<file path="src/logic/rv_pkg.sv">
`default_nettype none

package rv_pkg;

    localparam int xlen = 32;

    // Major opcodes of the supported RV32I subset.
    localparam logic [6:0] op_reg    = 7'b0110011;
    localparam logic [6:0] op_imm    = 7'b0010011;
    localparam logic [6:0] op_lui    = 7'b0110111;
    localparam logic [6:0] op_load   = 7'b0000011;
    localparam logic [6:0] op_store  = 7'b0100011;
    localparam logic [6:0] op_branch = 7'b1100011;
    localparam logic [6:0] op_jal    = 7'b1101111;

    typedef enum logic [3:0] {
        alu_add,
        alu_sub,
        alu_and,
        alu_or,
        alu_xor,
        alu_slt,
        alu_sll,
        alu_srl,
        alu_pass_b
    } alu_op_e;

    typedef enum logic [2:0] {
        imm_i,
        imm_s,
        imm_b,
        imm_u,
        imm_j
    } imm_fmt_e;

    // Source of an execute-stage operand.
    typedef enum logic [1:0] {
        fwd_rf,
        fwd_mem,
        fwd_wb
    } fwd_sel_e;

endpackage

`default_nettype wire

</file>
<file path="src/logic/rv_imm_gen.sv">
`default_nettype none

module rv_imm_gen (
    input  logic [rv_pkg::xlen-1:0] instr,
    input  rv_pkg::imm_fmt_e        fmt,
    output logic [rv_pkg::xlen-1:0] imm
);
    import rv_pkg::*;

    always_comb begin
        case (fmt)
            imm_s: imm = {{20{instr[31]}}, instr[31:25], instr[11:7]};
            imm_b: begin
                imm = {{19{instr[31]}}, instr[31], instr[7], instr[30:25],
                       instr[11:8], 1'b0};
            end
            imm_u: imm = {instr[31:12], 12'b0};
            imm_j: begin
                imm = {{11{instr[31]}}, instr[31], instr[19:12], instr[20],
                       instr[30:21], 1'b0};
            end
            default: imm = {{20{instr[31]}}, instr[31:20]};
        endcase
    end

endmodule

`default_nettype wire

</file>
<file path="config.mk">
export PLATFORM = sky130hd
export DESIGN_NAME = rv_imm_gen
export DESIGN_NICKNAME = d
export VERILOG_FILES = /design/src/logic/rv_pkg.sv /design/src/logic/rv_imm_gen.sv
export SDC_FILE = /design/constraint.sdc
export NUM_CORES = 1
export LEC_CHECK = 0
export ABC_AREA = 1
export BUFFER_PORTS_ARGS = -buffer_cell sky130_fd_sc_hd__clkbuf_2
export CAP_MARGIN = 20
export CORE_MARGIN = 1
export CORE_UTILIZATION = 30
export DETAILED_ROUTE_END_ITERATION = 16
export GPL_TIMING_DRIVEN = 0
export PLACE_DENSITY = 0.95
export SLEW_MARGIN = 0
export SYNTH_ARGS = -nofsm -noshare
export SYNTH_HDL_FRONTEND = slang
export SYNTH_SLANG_ARGS = --single-unit
export TNS_END_PERCENT = 50
</file>
<file path="constraint.sdc">
create_clock -name vclk -period 1
set_input_delay 0.1 -clock vclk [all_inputs]
set_output_delay 0.1 -clock vclk [all_outputs]
set_load 0.02 [all_outputs]
</file>
==> out/results.txt <==
CP cell instances - clkbuf_16, nor2_4, nand2_4, buf_4, nand3_2, o211ai_1, buf_4
Final hold vios - 0
Run status - finished, violations left
Critical path class - in -> out
Routing usage on met2 - 0.421
Multi-input logic area - 393 um^2
First-pass GRT wire length - 2300 um
Seq. cell area - 0 um^2
Leakage - 0.651 nW
CP delay by family, top - buffers and inverters
Worst hold path cell count - 4
Hold Crit Class - in -> out
Pre-CTS WS - -0.238 ns
Syn Inst Count - 82
Worst slew pin tran - 0.188 ns
Final Cycle Share - 1.10
Vias in the first global route - 585
GR Overflow Total - 0
Initial DRC count - 17
Most used cell, CP - buf_4
Worst Slack Setup Final - -0.101 ns
Total of max-cap violations - 0
Hold Crit Start - instr[16]
CP peak stage delay - 0.17 ns
Distinct cells, synth - 13
Initial antenna violation count - 0
Maximum clock rate - 908 MHz
CP Buf/Inv Count - 3
Vias - 871
Rel. slew slack - 0.875
Seq_cells - 0
Overall routed net length - 2110 um
Die ar. - 1550 um^2
Die W - 39.4 um
Crit. End Element - output pin
Antenna Cells - 0
Worst Path Arrival - 1.00 ns
Final Max Tran Viols - 0
Syn Nets - 117
Number of fillers in the final layout - 85
Failing checks - setup timing
WP data required - 0.90 ns
Hold_buf cts - 0
DP HPWL - 1230 um
P per Cell Area - 621 nW/um^2
Via/cell ratio - 5.03
Top Ports - 67
Tmin final - 1.10 ns
Most frequent cells in the layout - clkbuf_2, nand2_1, buf_4
Max VDD drop - 351 uV
Post-synthesis sequential area ratio - 0
GRT Total Usage - 0.203
Core box area - 1300 um^2
RSZ-0062 raised after global routing - true
Area grow syn2layout - 157%
Grt peak-use layer - met2
CP max stage cell - buf_4
Initial Util - 0.322
Critical path startpoint category - primary input
Drt first pass iters - 4
Met3 Resource Use GR - 0.00568
Hold endpoint - imm[16]
GP Congestion - 0.777
Hold slack - 0.490 ns
Number of clock buffers in the layout - 0
Final setup fails - 19
Wire per inst - 12.2 um
CP max FO - 5
Post-route DRC - 0
Die height - 39.4 um
Area of the mapped netlist - 419 um^2
Syn. warnings - 0
Met1 Usage GRT - 0.217
Largest net degree at the start of global routing - 10
Row count - 13
Final #Nets - 195
Mapped Avg Cell Area - 5.11 um^2
Commonest non-fill, non-tap cell in the layout - clkbuf_2
Port Buffers - 60
Antenna-violating nets left - 0
Layout cells sized above 1 - 0.620
power by group:
part | total [W] | internal (W) | switching, W | leakage [nW]
Sequential | 0 | 0 | 0 | 0
Combinational | 0.000669 | 0.000304 | 0.000366 | 0.651
Clock | 0 | 0 | 0 | 0
cell type report:
class / instances / share of cell area
buffer: 4 / 0.0383
multi-input combinational: 68 / 0.365
inverter: 11 / 0.0523
timing repair buffer: 75 / 0.527
tap: 15 / 0.0174
worst max-delay path by stage:
stage	slack (ns)	cells after the start	start	end
2_1_floorplan	0.10	6	fmt[0]	imm[26]
3_3_place_gp	-0.19	8	fmt[0]	imm[28]
3_5_place_dp	-0.24	8	fmt[0]	imm[30]
4_1_cts	-0.1	8	fmt[1]	imm[30]
5_1_grt	-0.13	8	fmt[2]	imm[22]
6_report	-0.10	7	fmt[1]	imm[29]
per-stage QoR:
step	utilization	power [W]	instances	TNS (ns)	area [um^2]
detailed placement	0.567	0.000488	157	-3.79	738
floorplan	-	0.000294	82	0	419
finish	0.828	0.000669	173	-0.841	1080
global route	0.828	0.000714	173	-2.18	1080
CTS	0.751	0.000586	171	-0.679	977
global placement	0.567	0.000479	157	-2.87	738
cells in the mapped netlist (all sizes together):
cell | number | area (um^2)
o21ai | 4 | 20.0
o211ai | 7 | 52.6
nand4 | 2 | 12.5
nand3 | 10 | 75.1
inv | 11 | 41.3
nor2 | 8 | 37.5
buf | 4 | 37.5
nand2 | 36 | 143
routing by layer:
metal  vias up  share of wire
li1        422              -
met1       399           0.36
met2        42           0.56
met3         8          0.057
met4         0          0.030
met5         -              0
what timing repair did:
action | in CTS | in global routing
pin swaps | 3 | 6
endpoints found under the hold margin | 0 | 0
cloned | 4 | 0
setup endpoints to repair | 27 | 26
resized for setup | 32 | 50
buffers inserted | 10 | 2
logic make-up after synthesis:
kind of cell / share of synthesized area
AOI/OAI and AO/OA: 0.173
buffers and inverters: 0.188
and+or+nand+nor: 0.639
No activity file was read; power rests on OpenSTA's default activity.
