==> src/logic/rv_pkg.sv <==
`default_nettype none

package rv_pkg;

    localparam int xlen = 32;

    // Major opcodes of the supported RV32I subset.
    localparam logic [6:0] op_reg    = 7'b0110011;
    localparam logic [6:0] op_imm    = 7'b0010011;
    localparam logic [6:0] op_lui    = 7'b0110111;
    localparam logic [6:0] op_load   = 7'b0000011;
    localparam logic [6:0] op_store  = 7'b0100011;
    localparam logic [6:0] op_branch = 7'b1100011;
    localparam logic [6:0] op_jal    = 7'b1101111;

    typedef enum logic [3:0] {
        alu_add,
        alu_sub,
        alu_and,
        alu_or,
        alu_xor,
        alu_slt,
        alu_sll,
        alu_srl,
        alu_pass_b
    } alu_op_e;

    typedef enum logic [2:0] {
        imm_i,
        imm_s,
        imm_b,
        imm_u,
        imm_j
    } imm_fmt_e;

    // Source of an execute-stage operand.
    typedef enum logic [1:0] {
        fwd_rf,
        fwd_mem,
        fwd_wb
    } fwd_sel_e;

endpackage

`default_nettype wire

==> src/logic/rv_alu.sv <==
`default_nettype none

module rv_alu (
    input  logic [rv_pkg::xlen-1:0] a,
    input  logic [rv_pkg::xlen-1:0] b,
    input  rv_pkg::alu_op_e         op,
    input  logic [2:0]              funct3,
    output logic [rv_pkg::xlen-1:0] result,
    output logic                    branch_cond
);
    import rv_pkg::*;

    logic lt;
    logic eq;

    assign lt = $signed(a) < $signed(b);
    assign eq = (a == b);

    always_comb begin
        case (op)
            alu_sub:    result = a - b;
            alu_and:    result = a & b;
            alu_or:     result = a | b;
            alu_xor:    result = a ^ b;
            alu_slt:    result = {{(xlen-1){1'b0}}, lt};
            alu_sll:    result = a << b[4:0];
            alu_srl:    result = a >> b[4:0];
            alu_pass_b: result = b;
            default:    result = a + b;
        endcase
    end

    // BEQ, BNE and BLT only.
    always_comb begin
        case (funct3)
            3'b000:  branch_cond = eq;
            3'b001:  branch_cond = !eq;
            3'b100:  branch_cond = lt;
            default: branch_cond = 1'b0;
        endcase
    end

endmodule

`default_nettype wire

==> config.mk <==
export PLATFORM = sky130hd
export DESIGN_NAME = rv_alu
export DESIGN_NICKNAME = d
export VERILOG_FILES = /design/src/logic/rv_pkg.sv /design/src/logic/rv_alu.sv
export SDC_FILE = /design/constraint.sdc
export NUM_CORES = 1
export LEC_CHECK = 0
export BUFFER_PORTS_ARGS = -buffer_cell sky130_fd_sc_hd__buf_4
export CAP_MARGIN = 20
export CELL_PAD_IN_SITES_DETAIL_PLACEMENT = 1
export CELL_PAD_IN_SITES_GLOBAL_PLACEMENT = 2
export CORE_UTILIZATION = 38
export DETAILED_ROUTE_END_ITERATION = 8
export GPL_ROUTABILITY_DRIVEN = 1
export PLACE_DENSITY = 0.95
export SLEW_MARGIN = 20
export SYNTH_ARGS = -nofsm -noshare
export SYNTH_HDL_FRONTEND = slang
export SYNTH_SLANG_ARGS = --single-unit
==> constraint.sdc <==
create_clock -name vclk -period 7.1
set_clock_uncertainty 0.05 [all_clocks]
set_input_delay 0 -clock vclk [all_inputs]
set_output_delay 0 -clock vclk [all_outputs]
set_load 0.01 [all_outputs]
==> reports/qor.log <==
[status] status finished, final reports clean
[cells_and_area] area of all placed cells without fillers 9780 µm²
[die] total I/O pin count 104
[worst_setup_path] Slowest Stage Delay on Critical Path 0.56 ns
[timing] Min Clock Period, post-route 4.52 ns
[timing] final number of max-transition violations 0
[cells_and_area] area overhead of the layout relative to synthesis 8.95%
[die] placeable core region 22,900 µm²
[power_and_ir_drop] Lkg Pwr 4.12 nW
[placed_design] # port buffers 104
[timing] headroom to the max-slew limit 0.351
[power_and_ir_drop] peak supply drop 39.0 µV
[clocking] # Post-CTS Setup Buffers 0
[synthesis] XOR/XNOR share of the synthesized area 0.00488
[timing] Least-Margin Pin Slew 0.963 ns
[die] Site Rows 55
[cells_and_area] most used cells in the layout excluding fill and tap cells buf_4 (119), nor2_1 (117), a21oi_1 (104)
[cells_and_area] footprint of the flip-flops and latches 0 µm²
[worst_setup_path] Arrival @ worst endpoint 4.47 ns
[global_routing] largest net degree at the start of global routing 61
[placed_design] final weighted congestion of routability-driven global placement 0.990
[timing] FMAX 221 MHz
[detailed_routing] number of DRC violations after detailed-routing iteration 0 1,214
[worst_setup_path] chain of cells forming the critical path buf_4 -> inv_2 -> fa_1 -> nor2b_1 -> o311ai_2 -> a211oi_1 -> o31a_1 -> o31a_1 -> nor4_1 -> o21ai_0 -> a31oi_1 -> buf_4
[cells_and_area] total of fill cells in the finished design 2,956
[timing] Setup TNS Final 0 ns
[timing] post-route clock period utilization 0.637
[global_routing] Tot GR Track Use 0.368
[placed_design] Post-DP HPWL 35.7 mm
[detailed_routing] via count 11,122
[placed_design] Post-DP Area 9780 µm²
[detailed_routing] final routed DRC violation total 0
[synthesis] largest family of logic cells by synthesized area compound AO/OA/AOI/OAI gates
[die] area enclosed by the die boundary 24,200 µm²
[die] Die W 156 µm
[synthesis] post-synthesis instance total 1,278
[synthesis] average cell area after synthesis 7.02 µm²
[cells_and_area] most common library cell in the layout ignoring fill and taps buf_4
[clocking] Gates resized, CTS repair 0
[global_routing] global-route wire length before repair 67.9 mm
[worst_setup_path] critical path endpoint category primary output
[detailed_routing] routed via count divided by cell count 6.91
[synthesis] count of warnings emitted by yosys 0
[timing] setup repair after global routing missed its margin false
[placed_design] number of cells in the design after placement 1,609
[detailed_routing] wire per inst 28.3 µm
[worst_setup_path] cell type of the slowest stage on the worst timing path buf_4
[global_routing] leftover overflow at the end of global routing 0
[min_path] worst hold path type input pin to primary output
[worst_setup_path] biggest fanout along the worst timing path 58
[detailed_routing] post-detailed-routing wire length 45.5 mm
[synthesis] number of unique standard cell types used by synthesis 86
[synthesis] cell area after technology mapping 8980 µm²
[synthesis] area fraction in compound gates after synthesis 0.369
[synthesis] post-synthesis simple-gate area fraction 0.204
[synthesis] adder-cell area share of the yosys netlist 0.140
[synthesis] share of synthesized area occupied by flip-flops and latches 0
[synthesis] proportion of synthesized area in mux cells 0.180
[timing] total setup violations reported at the end of the flow 0
[die] Die Span Y 156 µm
[worst_setup_path] launch point of the worst path b[1]
[synthesis] Post-Syn Nets 1,448
[global_routing] number of antenna violations at the first check in global routing 1
[run] number of maximum-capacitance constraint violations 0
[worst_setup_path] Crit Path Category input pin to primary output
[worst_setup_path] required time reported for the critical path endpoint 7.05 ns
[cells_and_area] diodes inserted 0
[die] initial core utilization 0.392
[worst_setup_path] startpoint class of the critical path input pin
[cells_and_area] post-route non-filler standard cell count 1,609
[cells_and_area] clock buffer count in the final layout 0
[timing] number of failing hold endpoints at the final stage 0
[worst_setup_path] CP Capture Point result[0]
[cells_and_area] sequential cells 0
[detailed_routing] Pre-antenna DRT Iters 7
[cells_and_area] final net count 1,468
[power_and_ir_drop] pwr/cell area 91.6 nW/µm²
[clocking] hold bufs inserted after CTS 0
[global_routing] vias in the first global route 10,668
[cells_and_area] layout cells sized above 1 0.152
[detailed_routing] Final ANT Viol Nets 0
-- power by group --
| part | switching [W] | internal (W) |
|---|---|---|
| combinational | 0.000567 | 0.000329 |
| sequential | 0 | 0 |
| clock | 0 | 0 |
| total | 0.000567 | 0.000329 |
-- synth_stat cells, types with 5 or more instances --
| master | count | area (µm²) |
|---|---|---|
| and2_1 | 5 | 31.3 |
| buf_2 | 15 | 75.1 |
| o22ai_1 | 15 | 93.8 |
| a221o_1 | 10 | 100 |
| mux4_1 | 7 | 184 |
| o31ai_1 | 19 | 143 |
| o2111ai_1 | 8 | 70.1 |
| buf_1 | 8 | 30.0 |
| or3_1 | 17 | 106 |
| ha_1 | 97 | 1210 |
| mux2i_1 | 56 | 561 |
| or2_2 | 5 | 31.3 |
| o21bai_1 | 12 | 90.1 |
| a21o_1 | 16 | 120 |
| clkbuf_8 | 6 | 82.6 |
| o211a_1 | 5 | 50.1 |
| o311ai_0 | 7 | 61.3 |
| clkbuf_1 | 62 | 233 |
| nand2b_1 | 22 | 138 |
| o31a_1 | 6 | 52.6 |
| o211ai_1 | 15 | 113 |
| and3_1 | 7 | 43.8 |
| nor2b_1 | 15 | 93.8 |
| o221ai_1 | 13 | 114 |
| nor2_1 | 117 | 439 |
| nor3_1 | 31 | 155 |
| a211oi_1 | 22 | 165 |
| a211o_1 | 5 | 43.8 |
| a2111oi_0 | 6 | 52.6 |
| a31oi_1 | 11 | 68.8 |
| a22oi_1 | 21 | 158 |
| inv_1 | 100 | 375 |
| nand3_1 | 21 | 105 |
| nor4_1 | 12 | 75.1 |
| mux4_2 | 34 | 766 |
| o21a_1 | 11 | 82.6 |
| mux2_2 | 9 | 101 |
| a221oi_1 | 34 | 298 |
| nand2_1 | 102 | 383 |
| o221a_2 | 10 | 113 |
| nand4_1 | 11 | 68.8 |
| a21oi_1 | 104 | 521 |
| o21ai_0 | 98 | 490 |
-- cells by family (layout without fill, tap and decap cells) --
logic type	after synthesis	count (layout)
muxes	106	106
adders and majority gates	99	99
xor gates and xnor gates	5	5
and+or+nand+nor	381	381
buffers and inverters	208	226
AOI/OAI and AO/OA	479	479
-- through the flow --
step	hold WS, ns	total power (W)	setup slack (ns)	utilization
final	0.239	0.000896	2.58	0.427
after CTS	0.247	0.000870	2.63	0.427
after global placement	0.238	0.000854	2.76	0.427
after detailed placement	0.244	0.000865	2.65	0.427
after floorplan	0.0396	0.000542	3.65	-
after global routing	0.278	0.000946	2.46	0.427
-- worst max-delay path, delay by kind of cell --
family / cells / cell delay, ns
and+or+nand+nor: 2 / 0.72
buffers and inverters: 3 / 1.25
AOI/OAI and AO/OA: 6 / 1.92
adders and majority gates: 1 / 0.56
-- routing by layer --
metal / vias up / track usage / routed length, µm
met5: - / 0 / 0
met4: 0 / 0.0845 / 1130
met3: 61 / 0.0319 / 4270
met2: 611 / 0.568 / 19600
met1: 5545 / 0.547 / 20500
li1: 4905 / - / -
-- worst min path at each step --
stage                    from  cells past startpoint  slack [ns]           to
floorplan           funct3[2]                      1        0.04  branch_cond
global placement    funct3[1]                      3        0.24  branch_cond
detailed placement  funct3[1]                      3        0.24  branch_cond
CTS                 funct3[1]                      3        0.25  branch_cond
global route        funct3[1]                      3        0.28  branch_cond
finish              funct3[1]                      3        0.24  branch_cond
-- area by class of cell --
| cell class | instances | area (µm²) | area share |
|---|---|---|---|
| Multi-Input combinational cell | 1070 | 8090 | 0.828 |
| Timing Repair Buffer | 119 | 893 | 0.0914 |
| Tap cell | 313 | 392 | 0.0400 |
| Inverter | 107 | 402 | 0.0411 |
Power figures use the tool's default switching activity.
