[config.mk]
export PLATFORM = sky130hd
export DESIGN_NAME = rv_control
export DESIGN_NICKNAME = d
export VERILOG_FILES = /design/src/logic/rv_pkg.sv /design/src/logic/rv_control.sv
export SDC_FILE = /design/constraint.sdc
export NUM_CORES = 1
export LEC_CHECK = 0
export ABC_CLOCK_PERIOD_IN_PS = 1450
export BUFFER_PORTS_ARGS = -buffer_cell sky130_fd_sc_hd__buf_4
export CORE_MARGIN = 5
export CORE_UTILIZATION = 45
export CTS_BUF_LIST = sky130_fd_sc_hd__clkbuf_4 sky130_fd_sc_hd__clkbuf_8
export DETAILED_ROUTE_END_ITERATION = 10
export PLACE_DENSITY_LB_ADDON = 0.05
export SETUP_SLACK_MARGIN = 0.1
export SYNTH_ARGS = -nofsm -noshare
export SYNTH_HDL_FRONTEND = slang
export SYNTH_SLANG_ARGS = --single-unit
[constraint.sdc]
create_clock -name clk -period 1.45 [get_ports clk]
set_clock_uncertainty 0.1 [all_clocks]
set_input_delay 0.0725 -clock clk [delete_from_list [all_inputs] [get_ports clk]]
set_output_delay 0.0725 -clock clk [all_outputs]
set_load 0.1 [all_outputs]
[src/logic/rv_pkg.sv]
`default_nettype none

package rv_pkg;

    localparam int xlen = 32;

    // Major opcodes of the supported RV32I subset.
    localparam logic [6:0] op_reg    = 7'b0110011;
    localparam logic [6:0] op_imm    = 7'b0010011;
    localparam logic [6:0] op_lui    = 7'b0110111;
    localparam logic [6:0] op_load   = 7'b0000011;
    localparam logic [6:0] op_store  = 7'b0100011;
    localparam logic [6:0] op_branch = 7'b1100011;
    localparam logic [6:0] op_jal    = 7'b1101111;

    typedef enum logic [3:0] {
        alu_add,
        alu_sub,
        alu_and,
        alu_or,
        alu_xor,
        alu_slt,
        alu_sll,
        alu_srl,
        alu_pass_b
    } alu_op_e;

    typedef enum logic [2:0] {
        imm_i,
        imm_s,
        imm_b,
        imm_u,
        imm_j
    } imm_fmt_e;

    // Source of an execute-stage operand.
    typedef enum logic [1:0] {
        fwd_rf,
        fwd_mem,
        fwd_wb
    } fwd_sel_e;

endpackage

`default_nettype wire

[src/logic/rv_control.sv]
`default_nettype none

module rv_control (
    input  logic                    clk,
    input  logic                    rst_n,
    input  logic [rv_pkg::xlen-1:0] instr_d,
    input  logic                    branch_taken,
    input  logic [4:0]              rs1_d,
    input  logic [4:0]              rs2_d,
    output logic                    stall,
    output logic                    flush,
    output rv_pkg::fwd_sel_e        fwd_a,
    output rv_pkg::fwd_sel_e        fwd_b,
    output rv_pkg::alu_op_e         alu_op,
    output rv_pkg::imm_fmt_e        imm_fmt,
    output logic                    use_imm,
    output logic                    is_branch_e,
    output logic                    mem_we,
    output logic                    mem_re,
    output logic                    wb_from_mem,
    output logic                    wb_from_pc,
    output logic                    rf_we,
    output logic [4:0]              rd_w
);
    import rv_pkg::*;

    alu_op_e    f3_op;
    alu_op_e    dec_alu_op;
    logic       dec_use_imm;
    logic       dec_rf_wr;
    logic       dec_load;
    logic       dec_store;
    logic       dec_branch;
    logic       dec_jal;
    logic       use_rs1;
    logic       use_rs2;

    // Bit 0 is execute, bit 1 memory, bit 2 writeback.
    logic       valid_d;
    logic [2:0] valid_q;
    logic [2:0] rf_wr_q;
    logic [2:0] load_q;
    logic [2:0] jal_q;
    logic [1:0] store_q;
    logic       branch_e;
    logic [4:0] rd_q [0:2];
    logic [4:0] rs1_e;
    logic [4:0] rs2_e;

    // ************************************************************************
    // Decode
    // ************************************************************************
    always_comb begin
        case (instr_d[14:12])
            3'b001:  f3_op = alu_sll;
            3'b010:  f3_op = alu_slt;
            3'b100:  f3_op = alu_xor;
            3'b101:  f3_op = alu_srl;
            3'b110:  f3_op = alu_or;
            3'b111:  f3_op = alu_and;
            default: f3_op = alu_add;
        endcase
        dec_alu_op  = alu_add;
        dec_use_imm = 1'b0;
        dec_rf_wr   = 1'b0;
        dec_load    = 1'b0;
        dec_store   = 1'b0;
        dec_branch  = 1'b0;
        dec_jal     = 1'b0;
        use_rs1     = 1'b0;
        use_rs2     = 1'b0;
        imm_fmt     = imm_i;
        case (instr_d[6:0])
            op_reg: begin
                dec_rf_wr  = 1'b1;
                use_rs1    = 1'b1;
                use_rs2    = 1'b1;
                dec_alu_op = (f3_op == alu_add && instr_d[30]) ? alu_sub : f3_op;
            end
            op_imm: begin
                dec_rf_wr   = 1'b1;
                dec_use_imm = 1'b1;
                use_rs1     = 1'b1;
                dec_alu_op  = f3_op;
            end
            op_lui: begin
                dec_rf_wr   = 1'b1;
                dec_use_imm = 1'b1;
                dec_alu_op  = alu_pass_b;
                imm_fmt     = imm_u;
            end
            op_load: begin
                dec_rf_wr   = 1'b1;
                dec_load    = 1'b1;
                dec_use_imm = 1'b1;
                use_rs1     = 1'b1;
            end
            op_store: begin
                dec_store   = 1'b1;
                dec_use_imm = 1'b1;
                use_rs1     = 1'b1;
                use_rs2     = 1'b1;
                imm_fmt     = imm_s;
            end
            op_branch: begin
                dec_branch = 1'b1;
                dec_alu_op = alu_sub;
                use_rs1    = 1'b1;
                use_rs2    = 1'b1;
                imm_fmt    = imm_b;
            end
            op_jal: begin
                dec_jal   = 1'b1;
                dec_rf_wr = 1'b1;
                imm_fmt   = imm_j;
            end
            default: dec_alu_op = alu_add;
        endcase
    end

    // ************************************************************************
    // Hazards, forwarding and flush
    // ************************************************************************
    // A load in execute cannot feed the instruction right behind it.
    assign stall = valid_d && valid_q[0] && load_q[0] && (rd_q[0] != 5'd0) &&
                   ((use_rs1 && rs1_d == rd_q[0]) || (use_rs2 && rs2_d == rd_q[0]));

    assign is_branch_e = valid_q[0] && branch_e;
    assign flush       = (valid_q[0] && jal_q[0]) || branch_taken;

    // The memory stage is younger than writeback, so it wins.
    always_comb begin
        fwd_a = fwd_rf;
        fwd_b = fwd_rf;
        if (valid_q[2] && rf_wr_q[2] && rd_q[2] != 5'd0 && rd_q[2] == rs1_e)
            fwd_a = fwd_wb;
        if (valid_q[1] && rf_wr_q[1] && rd_q[1] != 5'd0 && rd_q[1] == rs1_e)
            fwd_a = fwd_mem;
        if (valid_q[2] && rf_wr_q[2] && rd_q[2] != 5'd0 && rd_q[2] == rs2_e)
            fwd_b = fwd_wb;
        if (valid_q[1] && rf_wr_q[1] && rd_q[1] != 5'd0 && rd_q[1] == rs2_e)
            fwd_b = fwd_mem;
    end

    assign mem_we      = valid_q[1] && store_q[1];
    assign mem_re      = valid_q[1] && load_q[1];
    assign wb_from_mem = load_q[2];
    assign wb_from_pc  = jal_q[2];
    assign rf_we       = valid_q[2] && rf_wr_q[2] && (rd_q[2] != 5'd0);
    assign rd_w        = rd_q[2];

    always_ff @(posedge clk) begin
        if (!rst_n) begin
            valid_d  <= 1'b0;
            valid_q  <= '0;
            rf_wr_q  <= '0;
            load_q   <= '0;
            jal_q    <= '0;
            store_q  <= '0;
            branch_e <= 1'b0;
        end else begin
            // A stall only happens with a valid decode entry, so holding it is free.
            valid_d  <= !flush;
            valid_q  <= {valid_q[1:0], valid_d && !stall && !flush};
            rf_wr_q  <= {rf_wr_q[1:0], dec_rf_wr};
            load_q   <= {load_q[1:0], dec_load};
            jal_q    <= {jal_q[1:0], dec_jal};
            store_q  <= {store_q[0], dec_store};
            branch_e <= dec_branch;
        end
    end

    always_ff @(posedge clk) begin
        rd_q[0] <= instr_d[11:7];
        rd_q[1] <= rd_q[0];
        rd_q[2] <= rd_q[1];
        rs1_e   <= rs1_d;
        rs2_e   <= rs2_d;
        alu_op  <= dec_alu_op;
        use_imm <= dec_use_imm;
    end

    a_stall_flush_excl: assert property (@(posedge clk) disable iff (!rst_n)
        !(stall && flush));

    a_no_x0_write: assert property (@(posedge clk) disable iff (!rst_n)
        rf_we |-> rd_w != 5'd0);

endmodule

`default_nettype wire

==> impl_metrics.csv <==
group,metric,value,unit
die,die_w,72.6,um
drt,detail-route-antenna-nets,0,
cts,cts_max_level,2,
pwr,power.density,918,nW/um^2
critical_path,path_buf_inv,1,
die,fp-row-count,22,
outcome,violations,"hold timing, setup timing",
logic_synthesis,async_reset_ff_frac,0,
drt,wire_per_inst,13.6,um
logic_synthesis,synthCells,170,
logic_synthesis,yosysTopAreaCell,"dfxtp_1",
outcome,status,"complete, but fails checks",
critical_path,path_cells,"or4_1, o211ai_1, or4_4, nor4_4, buf_6",
cts,tritoncts,"built",
layout,n_antenna_cell,0,
sta,fin_ws,-0.741,ns
logic_synthesis,yosysWarnings,0,
die,initial_core_util,0.472,
pwr,power.leakage,1.21,nW
cts,cts_buffers,5,
logic_synthesis,synth_ff_type,"dfxtp_1",
sta,fin_crit_sh,1.51,
logic_synthesis,syn_area,1770,um^2
min_path,hp-class,"primary input to register",
critical_path,crit_type,"register to output port",
sta,finalCriticalPeriod,2.19,ns
sta,final-hold-violation-count,1,
placement,place_ws,-0.522,ns
logic_synthesis,avgSynthCellArea,10.4,um^2
cts,post-cts-setup-buffers,0,
die,die_y,72.6,um
logic_synthesis,synth_edf_count,0,
sta,rsz0062_at_grt,"true",
placement,hpwlAfterDp,3280,um
drt,drt-initial-drc-count,42,
critical_path,endpoint_kind,"output port",
grt,grt_max_degree,15,
logic_synthesis,ys_seq_area_frac,0.522,
grt,grt_pass1_wl,6920,um
drt,drt-total-wl,4270,um
cts,clk_transition_reported_paths,0.08,ns
sta,worstMarginPinSlew,0.341,ns
layout,area_growth_syn_to_layout,60.2,%
die,ioPinCount,70,
drt,post-route-drc-count,0,
critical_path,cp_slowest_cell,"or4_4",
layout,layout-drive-gt1-share,0.444,
logic_synthesis,synth_fp_nets,215,
critical_path,startpoint_type,"register",
logic_synthesis,yosysUniqueCellTypes,33,
sta,whs,-0.00101,ns
die,core-area,3740,um^2
layout,fillers,275,
cts,cts_hold_buf,18,
grt,grt_antenna_before_repair,0,
drt,via_count,1499,
logic_synthesis,synth_common_cells,"46 x dfxtp_1, 18 x xor2_1, 16 x xnor2_1, 13 x and2_1, 10 x nor2_1",
sta,setup_viol,7,
job,cap_viol_max_count,0,
cts,cts.sinks,46,
critical_path,worstPathMaxFanout,3,
drt,vias_per_cell,4.77,
critical_path,cp.arrival,2.02,ns
layout,nNetsFinal,310,
sta,maxSlewHeadroom,0.771,
logic_synthesis,yosysMostFrequentCell,"dfxtp_1",
logic_synthesis,ys_seq_elements,46,
grt,grt_usage,0.168,
logic_synthesis,synth.area.top_cells,"dfxtp_1 52%, xor2_1 8.9%, xnor2_1 7.9%",
die,dieArea,5280,um^2
cts,clock_path_buffers,2,
grt,grt_overflow,0,
placement,port_buffers,53,
drt,first_pass_iters,4,
grt,grt_pass1_vias,1580,
critical_path,cp.required,1.28,ns
sta,drv_slew,0,
critical_path,crit_family,"simple AND/OR/NAND/NOR gates",
cts,insertion_delay,0.29,ns
placement,place.gp.congestion,0.828,
cts,cts_root_buf,"clkbuf_8",
sta,max_freq,456,MHz
pwr,ir_drop,0.000645,V
logic_synthesis,synthDominantCellAreaShare,0.522,
critical_path,slowest_delay,0.58,ns
-- flip-flops by register name, summed over array words and instances, names as in the netlist --
name,cells
store_q,2
branch_e,1
rs1_e,5
load_q,3
rf_wr_q,3
valid_q,3
valid_d,1
rd_q,15
rs2_e,5
jal_q,3
alu_op,4
use_imm,1
-- stage by stage --
stage	utilization	area (um^2)	TNS, ns	total power [mW]	instances
floorplan	-	1900	-4.17	1.62	170
global placement	0.661	2470	-1.66	1.76	288
detailed placement	0.661	2470	-2.06	1.78	288
CTS	0.748	2800	-3.28	2.60	314
global route	0.755	2830	-3.81	2.70	314
finish	0.755	2830	-3.25	2.59	314
-- cells in the final DEF (no fill, tap or decap), types with 2 or more instances in the layout --
master and instances:
dfxtp_2 9, nor3_1 4, or4_4 3, inv_1 3
xnor2_2 4, nand2b_1 2, nor2b_1 2, nor4_4 5
buf_6 6, nor2_1 8, nor2_4 2, xnor2_1 12
and3_1 2, nand4_1 3, buf_4 75, o211ai_1 2
clkbuf_8 6, or4_1 2, a21oi_1 4, xor2_1 17
dfxtp_1 36, nand2_1 6, and2_1 13, nand3_1 5
dlygate4sd3_1 18
-- worst register-to-register path, delay by kind of cell, from the launching register on --
family / cells / cell delay, ns
flops: 1 / 0.35
simple gates: 1 / 0.11
compound gates: 2 / 0.59
xor+xnor: 1 / 0.20
-- final cells by class --
class	instances	area, um^2	share of cell area
clock buffer	6	82.6	0.0292
clock inverter	2	12.5	0.00442
inverter	3	11.3	0.00398
multi-input combinational	110	915	0.323
sequential	46	936	0.331
tap	48	60.1	0.0212
timing repair buffer	99	811	0.287
-- per-layer routing --
layer / vias up / share of wire / GRT usage
li1: 758 / - / -
met1: 681 / 0.40 / 0.193
met2: 47 / 0.52 / 0.304
met3: 13 / 0.057 / 0.0399
met4: 0 / 0.029 / 0.0553
met5: - / 0 / 0
-- power by group --
group	internal, mW	switching (mW)	total, mW
logic	0.222	0.233	0.455
registers	1.31	0.0393	1.35
clock network	0.383	0.410	0.793
total	1.91	0.682	2.59
-- cell families after synthesis --
family                 share of synthesized area
AO/OA/AOI/OAI                             0.0517
XOR/XNOR                                   0.169
buffers and inverters                     0.0454
flip-flops                                 0.522
multiplexers                             0.00567
AND/OR/NAND/NOR                            0.207
-- worst paths after layout --
path	from	endpoint	slack, ns	cells past startpoint
hold reg to reg	rd_q[0][2]	rd_q[0][7]	0.29	0
hold / removal	branch_taken	valid_d	-0.001	3
setup reg to reg	rd_q[0][4]	valid_q[0]	-0.02	4
setup / recovery	rd_q[0][12]	fwd_a[1]	-0.74	5
-- what timing repair did --
item	4_1_cts	5_1_grt
gates cloned	0	0
pin swaps	1	2
setup endpoints to repair	7	7
resized for setup	17	6
hold endpoints to repair	30	1
(Power assumes the default switching activity.)
